--- src/hdl/line_buffer_consts.svh ---
// Line buffer constants
`ifndef LINE_BUFFER_CONSTS_SVH
`define LINE_BUFFER_CONSTS_SVH

// bits per rgb pixel
`define LB_PIX_WIDTH  24

// source image size in pixels
`define LB_IMG_WIDTH  16
`define LB_IMG_HEIGHT 8

// four window rows plus the line being written
`define LB_NUM_BANKS  5

// bicubic window is square
`define LB_WIN_SIZE   4

`endif

--- src/hdl/line_buffer_pkg.sv ---
// Line buffer types
`default_nettype none

`include "line_buffer_consts.svh"

package line_buffer_pkg;

    typedef logic [`LB_PIX_WIDTH-1:0] pixel_t;

    typedef logic [$clog2(`LB_IMG_WIDTH)-1:0] col_addr_t;

    // in phase_k bank k takes the next line, banks k+1..k+4 hold rows 0..3
    typedef enum logic [2:0] {
        phase_fill = 3'd7,
        phase_0    = 3'd0,
        phase_1    = 3'd1,
        phase_2    = 3'd2,
        phase_3    = 3'd3,
        phase_4    = 3'd4
    } bank_phase_t;

    typedef logic [`LB_NUM_BANKS-1:0] bank_sel_t;

endpackage

`default_nettype wire

--- src/hdl/line_sram.sv ---
// Single-port line SRAM
`default_nettype none

`include "line_buffer_consts.svh"

module line_sram #(
    parameter int DATA_WIDTH = `LB_PIX_WIDTH,
    parameter int DEPTH      = `LB_IMG_WIDTH
) (
    input  logic                       clk,
    input  logic                       cs,
    input  logic                       we,
    input  line_buffer_pkg::col_addr_t addr,
    input  logic [DATA_WIDTH-1:0]      din,
    output logic [DATA_WIDTH-1:0]      dout
);

    logic [DATA_WIDTH-1:0] mem [DEPTH];

    // read data is registered and holds while the bank is idle
    always_ff @(posedge clk) begin
        if (cs) begin
            if (we) begin
                mem[addr] <= din;
            end else begin
                dout <= mem[addr];
            end
        end
    end

endmodule

`default_nettype wire

--- src/hdl/line_writer.sv ---
// Input line writer
`default_nettype none

`include "line_buffer_consts.svh"

module line_writer (
    input  logic                       clk,
    input  logic                       rst_n,
    input  logic                       pix_valid,
    input  line_buffer_pkg::pixel_t    pix_data,
    output logic                       pix_ready,
    output logic                       wr_en,
    output line_buffer_pkg::col_addr_t wr_addr,
    output line_buffer_pkg::pixel_t    wr_data,
    output logic                       line_written,
    input  logic                       phase_advance
);

    import line_buffer_pkg::*;

    localparam int LINE_W = $clog2(`LB_IMG_HEIGHT + 1);
    localparam col_addr_t COL_LAST = col_addr_t'(`LB_IMG_WIDTH - 1);
    localparam logic [LINE_W-1:0] ALL_LINES = LINE_W'(`LB_IMG_HEIGHT);
    localparam logic [LINE_W-1:0] FILL_LINES = LINE_W'(`LB_WIN_SIZE);

    col_addr_t         col_cnt;
    logic [LINE_W-1:0] line_cnt;
    logic              line_full;
    logic              all_in;

    assign all_in       = (line_cnt == ALL_LINES);
    assign pix_ready    = !line_full && !all_in;
    assign line_written = line_full || all_in;

    assign wr_en   = pix_valid && pix_ready;
    assign wr_addr = col_cnt;
    assign wr_data = pix_data;

    always_ff @(posedge clk or negedge rst_n) begin
        if (!rst_n) begin
            col_cnt   <= '0;
            line_cnt  <= '0;
            line_full <= 1'b0;
        end else if (wr_en) begin
            if (col_cnt == COL_LAST) begin
                col_cnt   <= '0;
                line_cnt  <= line_cnt + 1'b1;
                line_full <= 1'b1;
            end else begin
                col_cnt <= col_cnt + 1'b1;
            end
        end else if (phase_advance || (line_full && line_cnt < FILL_LINES)) begin
            // during the fill a finished line only pulses line_written
            line_full <= 1'b0;
        end
    end

    // the last pixel of a line closes the input
    a_line_end_blocks_input: assert property (
        @(posedge clk) disable iff (!rst_n)
        wr_en && col_cnt == COL_LAST |=> !pix_ready
    );

endmodule

`default_nettype wire

--- src/hdl/window_reader.sv ---
// Window band reader
`default_nettype none

`include "line_buffer_consts.svh"

module window_reader (
    input  logic                       clk,
    input  logic                       rst_n,
    input  logic                       phase_advance,
    input  logic                       in_band,
    output logic                       rd_en,
    output line_buffer_pkg::col_addr_t rd_addr,
    output logic                       shift_en,
    output logic                       band_done,
    output logic                       win_valid,
    input  logic                       win_ready,
    output logic                       done
);

    import line_buffer_pkg::*;

    // columns 0, 0, 1 .. W-1, W-1, W-1
    localparam int FETCHES = `LB_IMG_WIDTH + `LB_WIN_SIZE - 1;
    localparam int CNT_W   = $clog2(FETCHES + 1);
    localparam int BAND_W  = $clog2(`LB_IMG_HEIGHT - `LB_WIN_SIZE + 2);

    localparam logic [CNT_W-1:0]  FETCH_END = CNT_W'(FETCHES);
    localparam logic [CNT_W-1:0]  FIRST_WIN = CNT_W'(`LB_WIN_SIZE - 1);
    localparam logic [CNT_W-1:0]  COL_END   = CNT_W'(`LB_IMG_WIDTH);
    localparam logic [BAND_W-1:0] LAST_BAND = BAND_W'(`LB_IMG_HEIGHT - `LB_WIN_SIZE);

    logic [CNT_W-1:0]  fetch_cnt;
    logic [CNT_W-1:0]  shift_cnt;
    logic [BAND_W-1:0] band_cnt;
    logic              win_load;
    logic              stall;

    // the fourth and later shifts complete a window
    assign win_load = shift_en && (shift_cnt >= FIRST_WIN);

    // a fetch may only go out when its shift cannot overwrite a pending window
    assign stall = (win_valid && !win_ready) || win_load;
    assign rd_en = in_band && !done && (fetch_cnt != FETCH_END) && !stall;

    // clamp to the edge columns on both sides
    always_comb begin
        if (fetch_cnt == '0) begin
            rd_addr = '0;
        end else if (fetch_cnt > COL_END) begin
            rd_addr = col_addr_t'(`LB_IMG_WIDTH - 1);
        end else begin
            rd_addr = col_addr_t'(fetch_cnt - 1'b1);
        end
    end

    assign band_done = (fetch_cnt == FETCH_END) && (shift_cnt == FETCH_END)
                       && !win_valid && !done;

    always_ff @(posedge clk or negedge rst_n) begin
        if (!rst_n) begin
            fetch_cnt <= '0;
            shift_cnt <= '0;
            shift_en  <= 1'b0;
            win_valid <= 1'b0;
            band_cnt  <= '0;
            done      <= 1'b0;
        end else begin
            shift_en <= rd_en;
            if (phase_advance) begin
                fetch_cnt <= '0;
                shift_cnt <= '0;
            end else begin
                if (rd_en) begin
                    fetch_cnt <= fetch_cnt + 1'b1;
                end
                if (shift_en) begin
                    shift_cnt <= shift_cnt + 1'b1;
                end
            end
            if (win_load) begin
                win_valid <= 1'b1;
            end else if (win_ready) begin
                win_valid <= 1'b0;
            end
            // the advance out of the fill ends no band
            if (phase_advance && in_band) begin
                band_cnt <= band_cnt + 1'b1;
                if (band_cnt == LAST_BAND) begin
                    done <= 1'b1;
                end
            end
        end
    end

    a_hold_while_stalled: assert property (
        @(posedge clk) disable iff (!rst_n)
        win_valid && !win_ready |-> !shift_en ##1 win_valid
    );

endmodule

`default_nettype wire

--- src/hdl/bank_arbiter.sv ---
// Line bank arbiter
`default_nettype none

`include "line_buffer_consts.svh"

module bank_arbiter (
    input  logic                       clk,
    input  logic                       rst_n,
    input  logic                       wr_en,
    input  line_buffer_pkg::col_addr_t wr_addr,
    input  line_buffer_pkg::pixel_t    wr_data,
    input  logic                       rd_en,
    input  line_buffer_pkg::col_addr_t rd_addr,
    input  logic                       line_written,
    input  logic                       band_done,
    output logic                       phase_advance,
    output logic                       in_band,
    output line_buffer_pkg::pixel_t    tap_data [`LB_WIN_SIZE],
    output line_buffer_pkg::bank_sel_t bank_cs,
    output line_buffer_pkg::bank_sel_t bank_we,
    output line_buffer_pkg::col_addr_t bank_addr [`LB_NUM_BANKS],
    output line_buffer_pkg::pixel_t    bank_din [`LB_NUM_BANKS],
    input  line_buffer_pkg::pixel_t    bank_dout [`LB_NUM_BANKS]
);

    import line_buffer_pkg::*;

    bank_phase_t phase;
    bank_phase_t phase_next;
    logic [2:0]  fill_cnt;
    logic        lw_q;
    logic        lw_rise;
    logic [2:0]  wr_bank;
    bank_sel_t   wr_sel;

    assign lw_rise = line_written && !lw_q;
    assign in_band = (phase != phase_fill);

    // fill puts source lines 0..3 into banks 1..4, ready for phase_0
    assign wr_bank = in_band ? 3'(phase) : fill_cnt + 3'd1;
    assign wr_sel  = bank_sel_t'(1) << wr_bank;

    assign phase_advance = in_band ? (line_written && band_done)
                                   : (lw_rise && fill_cnt == 3'(`LB_WIN_SIZE - 1));

    always_comb begin
        case (phase)
            phase_0: phase_next = phase_1;
            phase_1: phase_next = phase_2;
            phase_2: phase_next = phase_3;
            phase_3: phase_next = phase_4;
            default: phase_next = phase_0;
        endcase
    end

    always_ff @(posedge clk or negedge rst_n) begin
        if (!rst_n) begin
            phase    <= phase_fill;
            fill_cnt <= '0;
            lw_q     <= 1'b0;
        end else begin
            lw_q <= line_written;
            if (lw_rise && !in_band) begin
                fill_cnt <= fill_cnt + 1'b1;
            end
            if (phase_advance) begin
                phase <= phase_next;
            end
        end
    end

    always_comb begin
        for (int b = 0; b < `LB_NUM_BANKS; b++) begin
            bank_cs[b]   = wr_sel[b] ? wr_en : rd_en;
            bank_we[b]   = wr_sel[b] && wr_en;
            bank_addr[b] = wr_sel[b] ? wr_addr : rd_addr;
            bank_din[b]  = wr_data;
        end
    end

    // window rows follow the write bank in rotated order
    always_comb begin
        int idx;
        for (int r = 0; r < `LB_WIN_SIZE; r++) begin
            idx = (int'(wr_bank) + 1 + r) % `LB_NUM_BANKS;
            tap_data[r] = bank_dout[idx];
        end
    end

    a_one_write_bank: assert property (
        @(posedge clk) disable iff (!rst_n)
        $onehot(wr_sel)
    );

endmodule

`default_nettype wire

--- src/hdl/window_shift.sv ---
// 4x4 window shift registers
`default_nettype none

`include "line_buffer_consts.svh"

module window_shift (
    input  logic                    clk,
    input  logic                    shift_en,
    input  line_buffer_pkg::pixel_t tap_data [`LB_WIN_SIZE],
    output line_buffer_pkg::pixel_t window [`LB_WIN_SIZE*`LB_WIN_SIZE]
);

    localparam int N = `LB_WIN_SIZE;

    // row-major, column N-1 holds the newest fetch
    always_ff @(posedge clk) begin
        if (shift_en) begin
            for (int r = 0; r < N; r++) begin
                for (int c = 0; c < N - 1; c++) begin
                    window[r*N + c] <= window[r*N + c + 1];
                end
                window[r*N + N - 1] <= tap_data[r];
            end
        end
    end

endmodule

`default_nettype wire

--- src/hdl/line_buffer_top.sv ---
// Bicubic line buffer top
`default_nettype none

`include "line_buffer_consts.svh"

module line_buffer_top (
    input  logic                    clk,
    input  logic                    rst_n,
    input  logic                    pix_valid,
    input  line_buffer_pkg::pixel_t pix_data,
    output logic                    pix_ready,
    output logic                    win_valid,
    input  logic                    win_ready,
    output line_buffer_pkg::pixel_t window [`LB_WIN_SIZE*`LB_WIN_SIZE],
    output logic                    done
);

    import line_buffer_pkg::*;

    logic      wr_en;
    col_addr_t wr_addr;
    pixel_t    wr_data;
    logic      line_written;
    logic      rd_en;
    col_addr_t rd_addr;
    logic      shift_en;
    logic      band_done;
    logic      phase_advance;
    logic      in_band;
    pixel_t    tap_data [`LB_WIN_SIZE];
    bank_sel_t bank_cs;
    bank_sel_t bank_we;
    col_addr_t bank_addr [`LB_NUM_BANKS];
    pixel_t    bank_din [`LB_NUM_BANKS];
    pixel_t    bank_dout [`LB_NUM_BANKS];

    line_writer u_writer (
        .clk           (clk),
        .rst_n         (rst_n),
        .pix_valid     (pix_valid),
        .pix_data      (pix_data),
        .pix_ready     (pix_ready),
        .wr_en         (wr_en),
        .wr_addr       (wr_addr),
        .wr_data       (wr_data),
        .line_written  (line_written),
        .phase_advance (phase_advance)
    );

    window_reader u_reader (
        .clk           (clk),
        .rst_n         (rst_n),
        .phase_advance (phase_advance),
        .in_band       (in_band),
        .rd_en         (rd_en),
        .rd_addr       (rd_addr),
        .shift_en      (shift_en),
        .band_done     (band_done),
        .win_valid     (win_valid),
        .win_ready     (win_ready),
        .done          (done)
    );

    bank_arbiter u_arbiter (
        .clk           (clk),
        .rst_n         (rst_n),
        .wr_en         (wr_en),
        .wr_addr       (wr_addr),
        .wr_data       (wr_data),
        .rd_en         (rd_en),
        .rd_addr       (rd_addr),
        .line_written  (line_written),
        .band_done     (band_done),
        .phase_advance (phase_advance),
        .in_band       (in_band),
        .tap_data      (tap_data),
        .bank_cs       (bank_cs),
        .bank_we       (bank_we),
        .bank_addr     (bank_addr),
        .bank_din      (bank_din),
        .bank_dout     (bank_dout)
    );

    window_shift u_shift (
        .clk      (clk),
        .shift_en (shift_en),
        .tap_data (tap_data),
        .window   (window)
    );

    for (genvar b = 0; b < `LB_NUM_BANKS; b++) begin : g_bank
        line_sram #(
            .DATA_WIDTH (`LB_PIX_WIDTH),
            .DEPTH      (`LB_IMG_WIDTH)
        ) u_sram (
            .clk  (clk),
            .cs   (bank_cs[b]),
            .we   (bank_we[b]),
            .addr (bank_addr[b]),
            .din  (bank_din[b]),
            .dout (bank_dout[b])
        );
    end

endmodule

`default_nettype wire

--- config.mk ---
export PLATFORM = sky130hd
export DESIGN_NAME = line_buffer_top
export DESIGN_NICKNAME = d
export VERILOG_FILES = /design/src/hdl/line_buffer_pkg.sv /design/src/hdl/line_sram.sv /design/src/hdl/line_writer.sv /design/src/hdl/window_reader.sv /design/src/hdl/bank_arbiter.sv /design/src/hdl/window_shift.sv /design/src/hdl/line_buffer_top.sv
export VERILOG_INCLUDE_DIRS = /design/src /design/src/hdl
export SDC_FILE = /design/constraint.sdc
export NUM_CORES = 2
export LEC_CHECK = 0
export BUFFER_PORTS_ARGS = -buffer_cell sky130_fd_sc_hd__buf_2
export CORE_ASPECT_RATIO = 1.25
export CORE_UTILIZATION = 60
export DETAILED_ROUTE_END_ITERATION = 8
export PLACE_DENSITY_LB_ADDON = 0.08
export SYNTH_ARGS = -nofsm -noshare
export SYNTH_HDL_FRONTEND = slang
export SYNTH_SLANG_ARGS = --single-unit
--- constraint.sdc ---
create_clock -name clk -period 12.35 [get_ports clk]
set_clock_uncertainty 0.2 [all_clocks]
set_input_delay 1.235 -clock clk [delete_from_list [all_inputs] [get_ports clk]]
set_output_delay 1.235 -clock clk [all_outputs]
set_load 0.03 [all_outputs]
# [Word level (Yosys, flattened, before mapping)]
# Memories as Yosys holds them, arrays and structs flattened. A register that Yosys moved wholly into a read port is not among the register bits.
# Cells that the tools add are included.
[word_totals] register_bits=416 memories=5 in_bits=28 out_inout_bits=387 mem_bits_rw=1920 word_cells=175
[mem_list] memory="g_bank[0].u_sram.mem" words=16 word_bits=24 rd=1 rd_clocked_by_memory_dff=1 wr=1 line="line_sram.sv:18" source="logic [DATA_WIDTH-1:0] mem [DEPTH];"
[mem_list] memory="g_bank[1].u_sram.mem" words=16 word_bits=24 rd=1 rd_clocked_by_memory_dff=1 wr=1 line="line_sram.sv:18"
[mem_list] memory="g_bank[2].u_sram.mem" words=16 word_bits=24 rd=1 rd_clocked_by_memory_dff=1 wr=1 line="line_sram.sv:18"
[mem_list] memory="g_bank[3].u_sram.mem" words=16 word_bits=24 rd=1 rd_clocked_by_memory_dff=1 wr=1 line="line_sram.sv:18"
[mem_list] memory="g_bank[4].u_sram.mem" words=16 word_bits=24 rd=1 rd_clocked_by_memory_dff=1 wr=1 line="line_sram.sv:18"
[classes] add_sub_neg=11 div_mod_pow=4 order_cmp=7 shifts=1 bitwise_logic=9 n_eq_ne=12 muxes=52 reduce_logical=46
[op_table] op="binary-select mux 24 bit (select 3 bit)" count=4
[op_table] op="two-way mux 24 bit" count=8
[op_table] op=">= comparator 32 x 4 -> 1 bit (second input constant)" count=4
[op_table] op="modulo 32 x 4 -> 32 bit (second input constant)" count=4
[op_table] op="inverter 32 bit" count=4
[op_table] op="adder 32 x 3 -> 32 bit (second input constant)" count=2
[op_table] op="adder 32 x 2 -> 32 bit (second input constant)" count=1
[op_table] op="two-way mux 4 bit" count=8
[op_table] op="two-way mux 1 bit" count=26
[op_table] op="logical AND 1 bit" count=21
[op_table] op="two-way mux 5 bit" count=4
[op_table] op="AND reduction 2 bit" count=8
[op_table] op="one-hot mux 3 bit (4 select lines)" count=1
[op_table] op="adder 5 x 1 -> 5 bit (second input constant)" count=2
[op_table] op="equality test 5 bit (second input constant)" count=2
[op_table] op="equality test 3 x 2 -> 1 bit (second input constant)" count=3
[op_table] op="adder 4 x 1 -> 4 bit (second input constant)" count=2
[op_table] op="equality test 4 bit (second input constant)" count=2
[op_table] op="zero test 1 bit" count=8
[op_table] op="nonzero test 2 bit" count=4
[op_table] op="adder 3 x 1 -> 3 bit (second input constant)" count=2
[op_table] op=">= comparator 5 x 2 -> 1 bit (second input constant)" count=1
[op_table] op="> comparator 5 bit (second input constant)" count=1
[op_table] op="zero test 5 bit" count=1
[op_table] op="13 further kinds" count=19

# [Depth between registers and ports, before layout]
[logic_depth] ltp_word=9 mapped_depth=25

# [Cells and area by module]
# From an unflattened synthesis, not the netlist that was laid out.
[unflattened] hier_cells=4438 hier_area_um2=95462.8
[by_module_without_submodules] module="line_sram" area_per_inst_um2=15240.9 instances=5 cells_each=640
[by_module_without_submodules] module="window_shift" area_per_inst_um2=11531.1 instances=1 cells_each=384
[by_module_without_submodules] module="bank_arbiter" area_per_inst_um2=6122.1 instances=1 cells_each=694
[by_module_without_submodules] module="window_reader" area_per_inst_um2=917.1 instances=1 cells_each=94
[by_module_without_submodules] module="line_writer" area_per_inst_um2=688.2 instances=1 cells_each=66

# [Worst setup path after synthesis]
# Ideal clock, no wire load.
[synth_timing] kind="reg2reg" from="reg u_reader.shift_en" to="reg g_bank[0].u_sram.dout[0], read port of g_bank[0].u_sram.mem (enable)" setup_ns=0.428 arrival_ns=9.373 slack_ns=2.348 synth_period_minus_slack_ns=10.002 stages_incl_launch_ff=7 required_ns=11.722 n_path_buf=2 cell_sequence="dfrtp_1 -> clkbuf_1 -> o31ai_1 -> o21ai_0 -> or4_1 -> clkbuf_1 -> a21oi_1"
[synth_via] elab_chain_len=6
[synth_lines] item="start: declaration" line="window_reader.sv:13" source="output logic shift_en,"
[synth_lines] item="start signal: assignment" line="window_reader.sv:68" source="shift_en <= rd_en;"
[synth_lines] item="logical AND 1 bit" line="window_reader.sv:39" source="assign win_load = shift_en && (shift_cnt >= FIRST_WIN);"
[synth_lines] item="logical OR 1 bit" line="window_reader.sv:42" source="assign stall = (win_valid && !win_ready) || win_load;"
[synth_lines] item="zero test 1 bit" line="window_reader.sv:43" source="assign rd_en = in_band && !done && (fetch_cnt != FETCH_END) && !stall;"
[synth_lines] item="logical AND 1 bit" line="window_reader.sv:43"
[synth_lines] item="two-way mux 1 bit" line="bank_arbiter.sv:74" source="bank_cs[b] = wr_sel[b] ? wr_en : rd_en;"
[synth_lines] item="AND reduction 2 bit (no source line)"
[synth_lines] item="end: declaration" line="line_sram.sv:15" source="output logic [DATA_WIDTH-1:0] dout"
# Every way passes these cells.
# A chain may end at the register's enable or synchronous reset.

==> flow_metrics.env <==
export IMPL_fin_area_sq_mm=0.107
export IMPL_core_area_sq_mm=0.157
export IMPL_drt_wl_total_mm=237
export IMPL_numCtsBuffers=220
export IMPL_crit_arrival_ns=7.85
export IMPL_setup_viol=0
export IMPL_h_tree_depth=4
export IMPL_area_growth_pct=13.0
export IMPL_timing_fmax_mhz=133
export IMPL_ys_ff_latch=2456
export IMPL_startpoint="u_arbiter.fill_cnt[0]"
export IMPL_slowest_delay_ns=0.65
export IMPL_p_total_mw=29.1
export IMPL_use_met3_pct=5.28
export IMPL_crit_slowest_cell="buf_4"
export IMPL_pin_count=415
export IMPL_hold_class="input pin to asynchronous set/reset pin"
export IMPL_grt_antenna_before_repair=17
export IMPL_crit_path_cell_trace="ha_1 > ha_1 > nand3_1 > and2_1 > inv_2 > ha_1 > inv_1 > ha_1 > a21boi_1 > nor2_1 > ha_1 > inv_1 > ha_1 > nand2b_1 > o31a_1 > o41ai_2 > mux2i_4 > buf_4 > mux2_1 > o211ai_1 > o221ai_1"
export IMPL_cts_tree="yes"
export IMPL_synth_area_leaders="edfxtp_1 (77%), mux4_2 (12%), mux2i_1 (4.8%)"
export IMPL_stdcell_count=7133
export IMPL_worst_path_max_fanout=48
export IMPL_layout_setup_ws_ns=4.83
export IMPL_synth_top_area_cell="edfxtp_1"
export IMPL_fp_dieW_microns=358
export IMPL_path_common_cell="ha_1"
export IMPL_fin_nets=4948
export IMPL_tightest_slew_ns=1.39
export IMPL_worstSetupEndpoint="u_shift.window[208]"
export IMPL_drcViolationCount=0
export IMPL_yosysSeqAreaShare_pct=77.4
export IMPL_wl_per_cell_microns=33.2
export IMPL_cp_start_kind="flip-flop"
export IMPL_grt_start_max_net_pins=189
export IMPL_tns_ns=0
export IMPL_cts_repair_resized=0
export IMPL_cts_root_buf="clkbuf_16"
export IMPL_dp_hpwl_mm=145
export IMPL_cts_num_sinks=2456
export IMPL_status="finished, final reports clean"
export IMPL_syn_inst=4332
export IMPL_rsz0062_at_grt="false"
export IMPL_nFillCells=9825
export IMPL_required_ns=12.68
export IMPL_synth_edf_count=2424
export IMPL_top_usage_layer="met2"
export IMPL_grt_pass1_vias=45200
export IMPL_hold_viol_final=0
export IMPL_r2r_setup_slack_ns=4.83
export IMPL_drive_above_1_share_pct=29.4
export IMPL_leakage_nw=35.7
export IMPL_syn_area_per_cell_sq_um=21.9
export IMPL_grt_overflow_total=0
export IMPL_via_count=46500
export IMPL_insertion_delay_ns=0.89
export IMPL_die_h_microns=447
export IMPL_yosys_area_top_type_share_pct=76.6
export IMPL_irDropWorstVdd_mv=0.264
export IMPL_dr_pass1_iters=6
export IMPL_pre_cts_ws_ns=4.95
export IMPL_post_route_period_util_pct=60.9
export IMPL_yosysWarnings=0
export IMPL_track_usage_pct=29.9
export IMPL_syn_cell_area_sq_mm=0.0951
export IMPL_grt_pass1_wl_mm=333
export IMPL_reg2reg_to="u_shift.window[208]"
export IMPL_synth_nets=4391
export IMPL_core_rowCount=162
export IMPL_met2_usage_pct=48.2
export IMPL_r2r_start="u_arbiter.fill_cnt[0]"
export IMPL_report_final_slew_viol_count=0
export IMPL_globalRouteMet1Util_pct=41.5
export IMPL_placement_io_buffers=414
export IMPL_synth_cell_type_count=76
export IMPL_cp_end_kind="flip-flop"
export IMPL_gp_congestion=0.875
export IMPL_drtAntennaViolNets=0
export IMPL_clk_pin_slew_worst_paths_ns=0.07
export IMPL_drtIter0Drc=5632
export IMPL_placed_cell_area_sq_mm=0.100
export IMPL_reg2reg_depth=21
export IMPL_start_util_pct=60.7
export IMPL_cts_setup_buffers=0
export IMPL_synth_most_common_cell="edfxtp_1"
export IMPL_slew_limit_headroom_pct=6.49
export IMPL_dieArea_sq_mm=0.160
export IMPL_holdBufCountCts=0
export IMPL_dp_cells=6717
export IMPL_power_density_mw_per_mm2=270
export IMPL_yosys_top_cells_count="edfxtp_1 (2424), mux4_2 (504), mux2i_1 (457), clkbuf_1 (124), nand2_1 (93)"
export IMPL_async_reset_ff_share_pct=1.30
export IMPL_via_per_inst=6.51
export IMPL_cts_buffer_depth=3
export IMPL_criticalPathCategory="flip-flop to flip-flop"
export IMPL_ys_flop_type="edfxtp_1"
export IMPL_maxCapViolations=0
export IMPL_finalCriticalPeriod_ns=7.52
## state kept, by name, indices dropped and copies added (netlist names)
signal / count
g_bank.u_sram.dout: 120
g_bank.u_sram.mem: 1920
u_arbiter.fill_cnt: 3
u_arbiter.lw_q: 1
u_arbiter.phase: 3
u_reader.band_cnt: 3
u_reader.done: 1
u_reader.fetch_cnt: 5
u_reader.shift_cnt: 5
u_reader.shift_en: 1
u_reader.win_valid: 1
u_shift.window: 384
u_writer.line_cnt: 4
u_writer.line_full: 1
u_writer.wr_addr: 4
## placed cells by master, fill, tap and decap left out, drive strengths merged, types with 4 or more instances in the layout
master and count:
nand2b 7, mux2i 457, a22o 25, nor3b 4
nor3 49, dfrtp 29, clkbuf 269, xor2 5
diode 6, edfxtp 2424, mux4 504, nand2 93
and3 4, xnor2 11, clkinv 116, nor4 4
or3b 4, ha 31, or3 11, nand4 16
nand3 12, o211ai 25, nor2b 26, a211oi 26
a21oi 37, buf 562, inv 63, a21o 4
o221ai 73, o21ai 17, mux2 29, bufinv 15
nor2 68
## layer usage
layer,vias up,wire length (microns)
met1,24600,91600
met3,336,19200
met2,2218,117000
met4,6,8750
met5,-,42
li1,19300,-
## cell families after synthesis
family                   share of synthesized area (%)
flip-flops                                        77.4
multiplexers                                      17.1
AND/OR/NAND/NOR                                   1.57
buffers and inverters                             1.32
AO/OA/AOI/OAI                                     2.01
adder cells (fa/ha/maj)                          0.429
XOR/XNOR                                         0.147
other                                          0.00394
## worst max-delay path: cells and delay by family (launching register included)
kind            cells  cell delay, ns
buf+inv             4            1.31
compound gates      5            1.60
mux                 2            0.72
simple gates        4            0.95
fa+ha+maj           6            1.95
flops               1            0.43
## stage by stage
step,hold slack [ns],utilization [%]
after floorplan,0.246,-
after global placement,0.224,64.1
after detailed placement,0.226,64.1
after CTS,0.204,68.6
after global routing,0.247,68.6
final,0.228,68.6
## power breakdown
part / internal [mW] / switching, mW / leakage [nW] / total (mW)
logic: 3.97 / 6.45 / 9.82 / 10.4
registers: 10.8 / 1.22 / 22.5 / 12.0
clock network: 3.62 / 3.00 / 3.40 / 6.62
## how the worst min path moves through the flow
stage,depth (start not counted),slack (ns),start,endpoint
after floorplan,1,0.25,u_reader.band_cnt[2],u_reader.band_cnt[2]
after global placement,0,0.22,u_shift.window[65],u_shift.window[89]
after detailed placement,0,0.23,u_shift.window[260],u_shift.window[284]
after CTS,1,0.20,rst_n,u_reader.win_valid
after global routing,0,0.25,u_shift.window[310],u_shift.window[334]
final,1,0.23,rst_n,u_reader.win_valid
## layout make-up
cell class	instances	area, sq um	area share, %
Tap cell	2050	2560	2.39
Inverter	54	203	0.189
Clock buffer	269	5710	5.31
Sequential cell	2456	73600	68.5
Clock inverter	141	1250	1.16
Antenna cell	6	15.0	0.0140
Multi-Input combinational cell	1595	20900	19.4
Timing Repair Buffer	562	3250	3.02
(Power assumes the default switching activity.)
